===== src/common/lsu_pkg.sv =====
package lsu_pkg;

	// ------------------------------------------------------------
	// bus geometry
	// ------------------------------------------------------------
	localparam int BEAT_BYTES = 8;
	localparam int LANE_BITS  = $clog2(BEAT_BYTES);

	typedef logic [31:0]             addr_t;
	typedef logic [31:0]             word_t;
	typedef logic [8*BEAT_BYTES-1:0] bus_data_t;
	typedef logic [BEAT_BYTES-1:0]   strb_t;
	typedef logic [LANE_BITS-1:0]    lane_t;
	typedef logic [4:0]              reg_idx_t;
	typedef logic [2:0]              xfer_size_t;

	// bus size codes
	localparam xfer_size_t SIZE_BYTE = 3'd0;
	localparam xfer_size_t SIZE_HALF = 3'd1;
	localparam xfer_size_t SIZE_WORD = 3'd2;

	// loads first, stores from ST_B upward
	typedef enum logic [2:0] {
		LD_B  = 3'd0,
		LD_H  = 3'd1,
		LD_W  = 3'd2,
		LD_BU = 3'd3,
		LD_HU = 3'd4,
		ST_B  = 3'd5,
		ST_H  = 3'd6,
		ST_W  = 3'd7
	} access_kind_t;

	// ------------------------------------------------------------
	// request and planned access
	// ------------------------------------------------------------
	typedef struct packed {
		access_kind_t kind;
		addr_t        addr;
		word_t        wdata;
		reg_idx_t     rd;
	} lsu_req_t;

	typedef struct packed {
		access_kind_t kind;
		reg_idx_t     rd;
		lane_t        lane;
		xfer_size_t   size;
		logic         split;
		addr_t        first_addr;
		addr_t        second_addr;
		strb_t        first_strb;
		strb_t        second_strb;
		bus_data_t    store_beat;
	} access_plan_t;

	function automatic logic is_store_kind(access_kind_t kind);
		return kind >= ST_B;
	endfunction

endpackage


===== src/bus_master/read_engine.sv =====
`timescale 1ns/1ns
module read_engine (
	input  logic                  clock,
	input  logic                  reset,
	input  lsu_pkg::access_plan_t held,
	input  logic                  start,
	output logic                  arvalid,
	output lsu_pkg::addr_t        araddr,
	output lsu_pkg::xfer_size_t   arsize,
	input  logic                  arready,
	output logic                  rready,
	input  logic                  rvalid,
	input  lsu_pkg::bus_data_t    rdata,
	output logic                  finish,
	output lsu_pkg::word_t        load_data
);
	import lsu_pkg::*;

	typedef enum logic [2:0] {
		R_IDLE,
		R_ADDR,
		R_RESP,
		R_ADDR2,
		R_RESP2
	} read_state_t;

	read_state_t state;
	read_state_t state_next;
	bus_data_t   first_beat;
	bus_data_t   first_src;
	word_t       merged;
	word_t       extended;
	logic        last_r;

	// ------------------------------------------------------------
	// FSM
	// ------------------------------------------------------------
	always_comb begin
		state_next = state;
		case (state)
			// no restart while the finished request is still held
			R_IDLE:  if (start && !finish) state_next = R_ADDR;
			R_ADDR:  if (arready) state_next = R_RESP;
			R_RESP:  if (rvalid) state_next = held.split ? R_ADDR2 : R_IDLE;
			R_ADDR2: if (arready) state_next = R_RESP2;
			R_RESP2: if (rvalid) state_next = R_IDLE;
			default: state_next = R_IDLE;
		endcase
	end

	always_ff @(posedge clock) begin
		if (reset) begin
			state <= R_IDLE;
		end else begin
			state <= state_next;
		end
	end

	assign arvalid = (state == R_ADDR) || (state == R_ADDR2);
	assign rready  = (state == R_RESP) || (state == R_RESP2);
	assign araddr  = (state == R_ADDR2) ? held.second_addr : held.first_addr;
	assign arsize  = held.size;

	assign last_r = rvalid && (((state == R_RESP) && !held.split) || (state == R_RESP2));

	always_ff @(posedge clock) begin
		if (reset) begin
			finish <= 1'b0;
		end else begin
			finish <= last_r;
		end
	end

	// ------------------------------------------------------------
	// byte merge and extension
	// ------------------------------------------------------------
	always_ff @(posedge clock) begin
		if (state == R_RESP && rvalid && held.split) begin
			first_beat <= rdata;
		end
	end

	assign first_src = held.split ? first_beat : rdata;

	// bytes past the top lane wrap into the second beat
	always_comb begin
		logic [LANE_BITS:0] idx;
		for (int i = 0; i < 4; i++) begin
			idx = {1'b0, held.lane} + (LANE_BITS + 1)'(i);
			if (idx[LANE_BITS]) begin
				merged[8*i +: 8] = rdata[8 * idx[LANE_BITS-1:0] +: 8];
			end else begin
				merged[8*i +: 8] = first_src[8 * idx[LANE_BITS-1:0] +: 8];
			end
		end
	end

	always_comb begin
		case (held.kind)
			LD_B:    extended = {{24{merged[7]}}, merged[7:0]};
			LD_BU:   extended = {24'b0, merged[7:0]};
			LD_H:    extended = {{16{merged[15]}}, merged[15:0]};
			LD_HU:   extended = {16'b0, merged[15:0]};
			default: extended = merged;
		endcase
	end

	always_ff @(posedge clock) begin
		if (last_r) begin
			load_data <= extended;
		end
	end

	// the AR request stays put until it is taken
	assert property (@(posedge clock) disable iff (reset)
		arvalid && !arready |=> arvalid && $stable(araddr) && $stable(arsize))
		else $error("AR request dropped or changed before arready");

endmodule


===== src/bus_master/write_engine.sv =====
`timescale 1ns/1ns
module write_engine (
	input  logic                  clock,
	input  logic                  reset,
	input  lsu_pkg::access_plan_t held,
	input  logic                  start,
	output logic                  awvalid,
	output lsu_pkg::addr_t        awaddr,
	output lsu_pkg::xfer_size_t   awsize,
	input  logic                  awready,
	output logic                  wvalid,
	output lsu_pkg::bus_data_t    wdata,
	output lsu_pkg::strb_t        wstrb,
	input  logic                  wready,
	output logic                  bready,
	input  logic                  bvalid,
	output logic                  finish
);
	import lsu_pkg::*;

	typedef enum logic [2:0] {
		W_IDLE,
		W_REQ,
		W_RESP,
		W_REQ2,
		W_RESP2
	} write_state_t;

	write_state_t state;
	write_state_t state_next;
	logic         req_done;
	logic         launch;
	logic         second;

	// both address and data accepted, or accepted this cycle
	assign req_done = !(awvalid && !awready) && !(wvalid && !wready);

	always_comb begin
		state_next = state;
		case (state)
			W_IDLE:  if (start && !finish) state_next = W_REQ;
			W_REQ:   if (req_done) state_next = W_RESP;
			W_RESP:  if (bvalid) state_next = held.split ? W_REQ2 : W_IDLE;
			W_REQ2:  if (req_done) state_next = W_RESP2;
			W_RESP2: if (bvalid) state_next = W_IDLE;
			default: state_next = W_IDLE;
		endcase
	end

	always_ff @(posedge clock) begin
		if (reset) begin
			state <= W_IDLE;
		end else begin
			state <= state_next;
		end
	end

	// ------------------------------------------------------------
	// address and data valid flags
	// ------------------------------------------------------------
	assign launch = (state_next == W_REQ && state == W_IDLE) ||
		(state_next == W_REQ2 && state == W_RESP);

	always_ff @(posedge clock) begin
		if (reset) begin
			awvalid <= 1'b0;
			wvalid  <= 1'b0;
		end else if (launch) begin
			awvalid <= 1'b1;
			wvalid  <= 1'b1;
		end else begin
			if (awready) begin
				awvalid <= 1'b0;
			end
			if (wready) begin
				wvalid <= 1'b0;
			end
		end
	end

	assign bready = (state == W_RESP) || (state == W_RESP2);

	always_ff @(posedge clock) begin
		if (reset) begin
			finish <= 1'b0;
		end else begin
			finish <= bvalid && (((state == W_RESP) && !held.split) || (state == W_RESP2));
		end
	end

	// second transfer carries the spilled bytes from lane 0
	assign second = (state == W_REQ2) || (state == W_RESP2);
	assign awaddr = second ? held.second_addr : held.first_addr;
	assign wstrb  = second ? held.second_strb : held.first_strb;
	assign wdata  = held.store_beat;
	assign awsize = held.size;

	assert property (@(posedge clock) disable iff (reset)
		wvalid |-> wstrb != '0)
		else $error("write beat without strobes");

endmodule


===== src/hw/access_planner.sv =====
`timescale 1ns/1ns
module access_planner (
	input  lsu_pkg::lsu_req_t     req,
	output lsu_pkg::access_plan_t plan
);
	import lsu_pkg::*;

	lane_t                  lane;
	strb_t                  base_strb;
	logic [2*BEAT_BYTES-1:0] span;
	addr_t                  aligned_addr;

	assign lane         = req.addr[LANE_BITS-1:0];
	assign aligned_addr = {req.addr[31:LANE_BITS], {LANE_BITS{1'b0}}};

	// bytes of the access as a mask at lane 0
	always_comb begin
		case (req.kind)
			LD_B, LD_BU, ST_B: base_strb = strb_t'(8'h01);
			LD_H, LD_HU, ST_H: base_strb = strb_t'(8'h03);
			default:           base_strb = strb_t'(8'h0f);
		endcase
	end

	// ------------------------------------------------------------
	// strobes over two beats
	// ------------------------------------------------------------
	// the upper half of the span is what spills into the next beat
	assign span = {{BEAT_BYTES{1'b0}}, base_strb} << lane;

	always_comb begin
		plan.kind        = req.kind;
		plan.rd          = req.rd;
		plan.lane        = lane;
		plan.first_addr  = req.addr;
		plan.second_addr = aligned_addr + addr_t'(BEAT_BYTES);
		plan.first_strb  = span[BEAT_BYTES-1:0];
		plan.second_strb = span[2*BEAT_BYTES-1:BEAT_BYTES];

		case (req.kind)
			LD_B, LD_BU, ST_B: plan.size = SIZE_BYTE;
			LD_H, LD_HU, ST_H: plan.size = SIZE_HALF;
			default:           plan.size = SIZE_WORD;
		endcase

		// word past lane 4 or half at lane 7 crosses the beat
		case (req.kind)
			LD_W, ST_W:        plan.split = lane > lane_t'(4);
			LD_H, LD_HU, ST_H: plan.split = lane == lane_t'(7);
			default:           plan.split = 1'b0;
		endcase
	end

	// ------------------------------------------------------------
	// store data rotated into its lanes
	// ------------------------------------------------------------
	// lane index wraps mod 8 so spilled bytes land from lane 0
	always_comb begin
		plan.store_beat = '0;
		for (int i = 0; i < 4; i++) begin
			plan.store_beat[8 * lane_t'(lane + lane_t'(i)) +: 8] = req.wdata[8*i +: 8];
		end
	end

endmodule


===== src/hw/lsu_top.sv =====
`timescale 1ns/1ns
module lsu_top (
	input  logic                  clock,
	input  logic                  reset,
	input  logic                  req_valid,
	input  lsu_pkg::lsu_req_t     req,
	output logic                  allowin,
	output logic                  done,
	output logic                  wb_valid,
	output lsu_pkg::reg_idx_t     wb_rd,
	output lsu_pkg::word_t        wb_data,
	// read address and data
	output logic                  arvalid,
	output lsu_pkg::addr_t        araddr,
	output lsu_pkg::xfer_size_t   arsize,
	input  logic                  arready,
	output logic                  rready,
	input  logic                  rvalid,
	input  lsu_pkg::bus_data_t    rdata,
	// write address, data and response
	output logic                  awvalid,
	output lsu_pkg::addr_t        awaddr,
	output lsu_pkg::xfer_size_t   awsize,
	input  logic                  awready,
	output logic                  wvalid,
	output lsu_pkg::bus_data_t    wdata,
	output lsu_pkg::strb_t        wstrb,
	input  logic                  wready,
	output logic                  bready,
	input  logic                  bvalid
);
	import lsu_pkg::*;

	access_plan_t plan;
	access_plan_t held;
	logic         held_valid;
	logic         read_start;
	logic         write_start;
	logic         read_finish;
	logic         write_finish;

	// either engine ends the held request
	assign done    = read_finish | write_finish;
	assign allowin = !held_valid || done;

	assign read_start  = held_valid && !is_store_kind(held.kind);
	assign write_start = held_valid && is_store_kind(held.kind);

	assign wb_valid = read_finish;
	assign wb_rd    = held.rd;

	access_planner u_access_planner (
		.req  (req),
		.plan (plan)
	);

	request_stage u_request_stage (
		.clock      (clock),
		.reset      (reset),
		.plan_in    (plan),
		.in_valid   (req_valid),
		.done       (done),
		.allowin    (allowin),
		.held       (held),
		.held_valid (held_valid)
	);

	read_engine u_read_engine (
		.clock     (clock),
		.reset     (reset),
		.held      (held),
		.start     (read_start),
		.arvalid   (arvalid),
		.araddr    (araddr),
		.arsize    (arsize),
		.arready   (arready),
		.rready    (rready),
		.rvalid    (rvalid),
		.rdata     (rdata),
		.finish    (read_finish),
		.load_data (wb_data)
	);

	write_engine u_write_engine (
		.clock   (clock),
		.reset   (reset),
		.held    (held),
		.start   (write_start),
		.awvalid (awvalid),
		.awaddr  (awaddr),
		.awsize  (awsize),
		.awready (awready),
		.wvalid  (wvalid),
		.wdata   (wdata),
		.wstrb   (wstrb),
		.wready  (wready),
		.bready  (bready),
		.bvalid  (bvalid),
		.finish  (write_finish)
	);

endmodule


===== src/hw/request_stage.sv =====
`timescale 1ns/1ns
module request_stage (
	input  logic                  clock,
	input  logic                  reset,
	input  lsu_pkg::access_plan_t plan_in,
	input  logic                  in_valid,
	input  logic                  done,
	input  logic                  allowin,
	output lsu_pkg::access_plan_t held,
	output logic                  held_valid
);
	import lsu_pkg::*;

	// held valid follows the input whenever the stage can take one
	always_ff @(posedge clock) begin
		if (reset) begin
			held_valid <= 1'b0;
		end else if (allowin) begin
			held_valid <= in_valid;
		end
	end

	always_ff @(posedge clock) begin
		if (allowin && in_valid) begin
			held <= plan_in;
		end
	end

	// an engine may only finish a request that is held
	assert property (@(posedge clock) disable iff (reset)
		done |-> held_valid)
		else $error("done without a held request");

endmodule


===== config.mk =====
export PLATFORM = sky130hd
export DESIGN_NAME = lsu_top
export DESIGN_NICKNAME = d
export VERILOG_FILES = /design/src/common/lsu_pkg.sv /design/src/bus_master/read_engine.sv /design/src/bus_master/write_engine.sv /design/src/hw/access_planner.sv /design/src/hw/lsu_top.sv /design/src/hw/request_stage.sv
export SDC_FILE = /design/constraint.sdc
export NUM_CORES = 1
export LEC_CHECK = 0
export BUFFER_PORTS_ARGS = -buffer_cell sky130_fd_sc_hd__buf_2
export CORE_ASPECT_RATIO = 0.75
export CORE_UTILIZATION = 57
export DETAILED_ROUTE_END_ITERATION = 10
export PLACE_DENSITY = 0.82
export REMOVE_ABC_BUFFERS = 1
export SETUP_SLACK_MARGIN = 0.02
export SLEW_MARGIN = 20
export SYNTH_ARGS = -nofsm -noshare
export SYNTH_HDL_FRONTEND = slang
export SYNTH_SLANG_ARGS = --single-unit

===== constraint.sdc =====
create_clock -name clock -period 5.7 [get_ports clock]
set_input_delay 1.14 -clock clock [delete_from_list [all_inputs] [get_ports clock]]
set_output_delay 1.14 -clock clock [all_outputs]
set_load 0.03 [all_outputs]

# Word-level counts from Yosys, hierarchy flattened
# Index checks and enable logic that the tools add are counted.
op_classes:
  n_addsub: 11
  mul: 0
  div: 0
  magnitude_cmp: 2
  n_eq_ne: 26
  shift: 16
  mux: 31
  bitwise: 2
  n_reduce_logical: 43
op_table:
  columns: ["cell", "count"]
  rows:
  - ["$shiftx 64x7->8", 7]
  - ["$shift 8x34->64 const A", 4]
  - ["$shiftx 8x34->64", 4]
  - ["$bwmux 64", 3]
  - ["$neg 6->34", 4]
  - ["$pmux 32 s4", 1]
  - ["$and 64x64->64", 1]
  - ["$mux 32", 2]
  - ["$mux 64", 1]
  - ["$add 32x4->32 const B", 1]
  - ["$mux 8", 4]
  - ["$mux 3", 10]
  - ["$pmux 3 s5", 2]
  - ["$eq 3x2->1 const B", 8]
  - ["$eq 3x3->1 const B", 8]
  - ["$logic_and 1x1->1", 16]
  - ["$shl 4x3->16", 1]
  - ["$eq 3x1->1 const B", 5]
  - ["$logic_not 3->1", 4]
  - ["$logic_not 1->1", 9]
  - ["$add 3x2->4 const B", 2]
  - ["$logic_or 1x1->1", 8]
  - ["$ne 2x2->1 const B", 4]
  - ["$pmux 4 s2", 1]
  - ["15 further kinds", 21]
totals:
  reg_bits: 266
  latchBits: 0
  ramBits: 0
  romBits: 0
  in_bits: 144
  out_inout_bits: 187
  wordCells: 150
  n_memories: 0

# Logic depth before layout (Yosys ltp)
# Gate-level depths: netlist of the first run.
logic_depth:
  depth_word: 10
  depth_mapped: 13
  ltp_nobuf: 9

# By module
# A second synthesis of the first run with hierarchy kept.
hier_totals:
  cells_unflattened: 1540
  area_unflattened_um2: 17961.0
modules_own_cells:
  columns: ["module", "n_inst", "cells_each", "area_each_um2", "seq_area_each_um2"]
  rows:
  - ["read_engine", 1, 580, 7667.4, 2962.8]
  - ["request_stage", 1, 163, 4815.9, 4794.6]
  - ["access_planner", 1, 645, 4096.4, 0.0]
  - ["write_engine", 1, 146, 1350.0, 120.1]
  - ["lsu_top", 1, 6, 31.3, 0.0]

# Worst setup path before layout of the first run
# Ideal clock, no wire load.
synth_timing:
  path_kind: "input to register"
  startpoint: "input port req_valid"
  endpoint: "register u_request_stage.held[0] (netlist name)"
  setup_time_ns: 0.524
  arrival_ns: 4.496
  t_required_ns: 5.176
  path_slack_ns: 0.680
  cell_stages: 1
  n_path_buf: 0
  cell_sequence: "and2_1"
synth_between:
  elab_chain_len: 1
synth_lines:
  columns: ["item", "line_no", "rtl"]
  rows:
  - ["from (decl)", "lsu_top.sv:5", "input logic req_valid,"]
  - ["$logic_and 1x1->1", "request_stage.sv:24", "if (allowin && in_valid) begin"]
# Every way passes these cells.
# A chain may end at the register's enable or synchronous reset.

==> results of run 1 <==
## metal layers
layer / routed length [um] / global-route usage / vias to the layer above
met5: 0 / 0 / -
met4: 2210 / 0.132 / 0
met3: 7680 / 0.0995 / 181
met2: 23700 / 0.506 / 1242
met1: 20600 / 0.479 / 7019
li1: - / - / 6323
## per-stage QoR
stage | cell area, um2 | utilization | power (mW) | setup slack (ns) | hold slack [ns]
after floorplan | 16000 | - | 2.98 | 0.0144 | 0.463
after global placement | 18300 | 0.624 | 3.34 | 1.33 | 0.503
after detailed placement | 18300 | 0.625 | 3.36 | 1.21 | 0.510
after CTS | 19200 | 0.656 | 5.16 | 1.77 | 0.515
after global routing | 19200 | 0.657 | 5.33 | 1.52 | 0.538
final | 19200 | 0.657 | 5.18 | 1.67 | 0.517
## power by group through the flow
stage / combinational, mW / sequential, mW / clock, mW
floorplan: 0.623 / 2.36 / 0
detailed placement: 1.12 / 2.24 / 0
CTS: 1.13 / 2.20 / 1.83
finish: 1.16 / 2.21 / 1.82
global route: 1.22 / 2.21 / 1.90
global placement: 1.10 / 2.24 / 0
## path summary, 6_finish.rpt
| path | slack, ns | startpoint | to |
|---|---|---|---|
| min | 0.52 | u_write_engine.state[2]$_SDFF_PP0_ | u_write_engine.state[0]$_SDFF_PP0_ |
| max | 1.67 | req[38] | u_request_stage.held[58]$_DFFE_PP_ |
| max reg2reg | 1.84 | u_request_stage.held[113]$_DFFE_PP_ | u_read_engine.load_data[23]$_DFFE_PP_ |
| min reg2reg | 0.52 | u_write_engine.state[2]$_SDFF_PP0_ | u_write_engine.state[0]$_SDFF_PP0_ |
## registers in the layout, indices dropped and copies added, names as in the netlist
signal and cells:
u_request_stage.held_valid 1, u_write_engine.state 3, u_read_engine.load_data 32, u_read_engine.first_beat 64, u_read_engine.finish 1, u_request_stage.held 147, u_write_engine.finish 1, u_write_engine.awvalid 1
u_write_engine.wvalid 1, u_read_engine.state 3
## worst max-delay path, cell delays in order
cell and delay [ns]:
buf_2 0.21, clkinv_1 0.34, ha_1 0.35, ha_1 0.58, inv_1 0.12, ha_1 0.37
a31oi_1 0.39, nand2_1 0.48, a31o_2 0.35
## final cells by class
type,count,area [um2]
Antenna cell,7,17.5
Clock buffer,33,741
Clock inverter,17,161
Fill cell,2214,10000
Inverter,20,75.1
Multi-Input combinational cell,1099,8390
Sequential cell,254,7520
Tap cell,392,490
Timing Repair Buffer,351,1830
## synth_stat cells, types with 17 or more instances
master,count
a21oi_1,42
mux2_2,44
a31oi_1,17
a22oi_1,36
nor2_1,31
and3b_1,18
clkbuf_1,70
a211oi_1,23
and3_1,19
nand2_1,237
buf_2,24
mux2i_1,111
o21ai_0,87
o211ai_1,24
mux4_2,70
edfxtp_1,243
nor3_1,17
inv_1,18
xnor2_1,27
nand3_1,83
nor2b_1,18
buf_4,78
ha_1,22
## kinds of logic after synthesis
group	Yosys count	synth area share
flip-flops	254	0.440
adder cells (fa/ha/maj)	22	0.0161
AND/OR/NAND/NOR	505	0.146
multiplexers	225	0.186
other	1	0.000219
AO/OA/AOI/OAI	312	0.123
buffers and inverters	216	0.0709
XOR/XNOR	33	0.0169
==> results.tsv, run 1 <==
metric	value	unit
outcome	complete, no violations	
Worst R2R Path Depth	6	
Final TNS setup	0	ns
final period utilization	0.708	
Core Box Area	29300	um2
Tot GR Track Use	0.343	
Sink Count	254	
row count	54	
Post-Syn Area per Cell	10.9	um2
Slew headroom	0.176	
Reg clk slew, reported paths	0.06	ns
clk_lat worst skew	0.56	ns
Power Density	270	nW/um2
Synthesis Warnings	0	
FMAX	0.248	GHz
final slew viol count	0	
RD Place Congestion	0.988	
switching pwr	1.56	mW
worst vdd ir	0.187	mV
Detailed Route WL	54.2	mm
Die X	202	um
proportion of layout cells with a drive suffix above 1	0.299	
CP Data Arrival Time	4.34	ns
Worst Setup Path Type	in -> reg	
I/O pins	331	
asr flop ratio synth	0	
Mapped Area	17100	um2
most frequent cells in the layout	buf_2 (328), edfxtp_1 (243), nand2_1 (237), mux2i_1 (111), o21ai_0 (87)	
routed len/inst	25.0	um
vias per cell	6.79	
root buf cell	clkbuf_16	
crit-path max FO	15	
Overflow after GRT	0	
vias post-DR	14800	
initial antenna violation count	5	
CP Capture Type	register	
area grow syn2layout	12.5	%
sequential area share after synthesis	0.440	
hold crit path type	reg -> reg	
first-pass GRT wire length	81.7	mm
largest net degree at the start of global routing	84	
Initial DRT Pass Iterations	8	
Tmin final	4.03	ns
Clk network pwr share	0.351	
Pleak	7.49	nW
Internal Power	3.62	mW
DRT iter0 DRCs	2036	
Hold Fails Final Rpt	0	
final setup skew	0.0113	ns
CTS Buf Count	28	
Max Cap Viol	0	
Required @ worst endpoint	6.01	ns
number of placed instances, taps included	2115	
Final Non-Filler Cells	2173	
Synth area leader	edfxtp_1	
post-cts hold buffer count	0	
DRT antenna net count	0	
Setup-failing EPs final	0	
clk buf depth	3	
DIE HEIGHT	152	um
Gate Count Post-Synth	1568	
area of the die	30700	um2
Min-Delay Path Depth	1	
Unique masters post-synth	66	
CP Launch Type	input port	
port bufs	328	
Combinational Power Share	0.223	
fraction of power spent switching nets	0.301	
HPWL Detailed	36.3	mm
post-CTS sizing	0	
H-tree levels	1	
commonest non-fill, non-tap cell in the layout	buf_2	
Synth area leaders	edfxtp_1 (43%), mux4_2 (9.2%), mux2i_1 (6.5%), nand2_1 (5.2%), buf_4 (3.4%)	
CTS tree	done	
final net count	1920	
Yosys reg bits	254	
drt drc	0	
measured slew at the worst slew-check pin	1.24	ns
unrepaired setup endpoints after global routing	false	
ys flop type	edfxtp_1	
Seq pwr share	0.425	
number of enable flip-flop cells after synthesis	243	
via count of the first global-routing pass	13900	
postcts setup bufs	0	
initial core utilization	0.584	
post-synth top area share	0.427	
(Power assumes the default switching activity.)
==> inputs of run 2 (changes only) <==
CORE_UTILIZATION = 51   (was 57)
PLACE_DENSITY = 0.77   (was 0.82)
clock period = 3.4 ns   (was 5.7 ns; I/O delays follow)
==> run 2 against run 1 <==
Final cell count is 4.3% higher. Non-clock buffer count rose by 44. Global-route usage down 3.0 points. Sequential share of layout area fell by 0.84 points. Critical path depth is 3 lower. Sequential power grew 67%. Utilization shrank 5.6 points. Count of clock-buffer cells in the layout shrank 2. Power rose by 68%. Combinational power up 72%.
==> results.tsv, run 2 (synthesis results as in run 1) <==
metric	value	unit	change
outcome	complete, no violations		
root buf cell	clkbuf_16		
CP Data Arrival Time	2.52	ns	-1.82 ns
routed len/inst	24.3	um	-2.5%
Sink Count	254		unchanged
Biggest register	u_request_stage.held		
hold crit path type	in -> reg		
Die X	213	um	+5.7%
I/O pins	331		unchanged
post-CTS sizing	0		unchanged
via count of the first global-routing pass	13700		-1.1%
CTS tree	done		
metal2 WL	24.2	mm	+2.0%
Reg clk slew, reported paths	0.06	ns	about the same
Largest register FFs	147		unchanged
vias post-DR	14900		+0.62%
Core Box Area	32700	um2	+12%
measured slew at the worst slew-check pin	1.04	ns	-0.196 ns
HPWL Detailed	38.3	mm	+5.5%
unrepaired setup endpoints after global routing	false		
setup ws final	0.201	ns	-1.47 ns
Hold Fails Final Rpt	0		unchanged
final net count	1964		+2.3%
port bufs	328		unchanged
Tmin final	3.20	ns	
Slew headroom	0.302		+0.126
Seq pwr share	0.425		about the same
H-tree levels	1		unchanged
fraction of power spent switching nets	0.305		+0.00418
highest routed layer	met5		
post-route cell area	19600	um2	+2.2%
vias per cell	6.55		-3.6%
drt drc	0		unchanged
DRT antenna net count	0		unchanged
CP Launch Type	register		
initial core utilization	0.523		-0.0609
final slew viol count	0		unchanged
Overflow after GRT	0		unchanged
Combinational Power Share	0.230		+0.007
Power Density	443	nW/um2	+64%
FMAX	0.313	GHz	
proportion of layout cells with a drive suffix above 1	0.317		+0.0175
DRT iter0 DRCs	2076		+2.0%
most frequent cells in the layout	buf_2 (328), edfxtp_1 (243), nand2_1 (237), mux2i_1 (111), o21ai_0 (87)		
Max Cap Viol	0		unchanged
area of the die	34200	um2	+12%
clk_lat worst skew	0.56	ns	about the same
CTS Buf Count	28		unchanged
Tot GR Track Use	0.313		-0.0300
Regs by FF count	u_request_stage.held: 147 flops, u_read_engine.first_beat: 64 flops, u_read_engine.load_data: 32 flops		
switching pwr	2.66	mW	+70%
largest net degree at the start of global routing	66		-21%
overall power	8.70	mW	+68%
first-pass GRT wire length	81.8	mm	+0.13%
Filler cells	2734		+23%
CP Capture Type	primary output		
worst vdd ir	0.330	mV	+77%
final setup skew	0.0131	ns	+0.00179 ns
Pleak	7.71	nW	+3.0%
crit-path max FO	22		+7
DIE HEIGHT	161	um	+5.6%
clk buf depth	3		unchanged
Initial DRT Pass Iterations	5		-3
final period utilization	0.941		
DR WL met3	7.26	mm	-5.6%
commonest non-fill, non-tap cell in the layout	buf_2		
post-cts hold buffer count	0		unchanged
Internal Power	6.05	mW	+67%
area grow syn2layout	15.0	%	
Setup-failing EPs final	0		unchanged
hold_ws	0.305	ns	-0.212 ns
initial antenna violation count	5		unchanged
worst slack, placed	0.173	ns	-1.03 ns
Required @ worst endpoint	2.72	ns	-3.29 ns
Met1 Wirelength	21.6	mm	+4.6%
Detailed Route WL	55.2	mm	+1.7%
row count	57		+5.6%
final core utilization	0.602		-0.0556
postcts setup bufs	0		unchanged
RD Place Congestion	1.00		+1.6%
Worst Setup Path Type	reg -> out		
Area after DPL	18700	um2	+2.5%
Clk network pwr share	0.345		-0.006
[run 2: path summary, 6_finish.rpt]
path                                           startpoint                                    end  slack (ns)  cells after the start
setup / recovery       u_write_engine.state[1]$_SDFF_PP0_                             awaddr[18]        0.20                      6
hold / removal                                     req[1]    u_request_stage.held[152]$_DFFE_PP_        0.30                      1
setup reg to reg  u_request_stage.held[144]$_SDFFCE_PN0P_  u_read_engine.load_data[23]$_DFFE_PP_        0.50                      7
hold reg to reg        u_write_engine.state[2]$_SDFF_PP0_     u_write_engine.state[1]$_SDFF_PP0_        0.53                      1
[run 2: metal layers]
layer,global-route usage,up-vias
met4,0.108,2
met3,0.0737,175
li1,-,6404
met5,0.00718,-
met2,0.463,1140
met1,0.450,7135
[run 2: through the flow]
step | cells | TNS (ns)
2_1_floorplan | 1373 | -435.67
3_3_place_gp | 2210 | 0
3_5_place_dp | 2210 | 0
4_1_cts | 2260 | 0
5_1_grt | 2265 | 0
6_report | 2267 | 0
[run 2: power groups by stage]
stage               Combinational [mW]  Sequential [mW]  Clock, mW
finish                            2.00             3.70       3.00
global route                      2.10             3.71       3.16
CTS                               1.95             3.70       3.03
detailed placement                1.95             3.76          0
global placement                  1.92             3.76          0
floorplan                         1.04             3.95          0
[run 2: critical path: stages, from the launching register on]
cell and delay, ns:
dfxtp_1 0.44, inv_1 0.09, nand2_1 0.15, o21a_2 0.48, buf_12 0.25, mux2_2 0.35, buf_2 0.18
[run 2: cell type report]
type	count	area, um2	share of cell area
Multi-Input combinational cell	1099	8380	0.426
Sequential cell	254	7520	0.383
Timing Repair Buffer	395	2220	0.113
Clock buffer	31	733	0.0373
Tap cell	442	553	0.0281
Clock inverter	19	156	0.00796
Inverter	20	75.1	0.00382
Antenna cell	7	17.5	0.000891
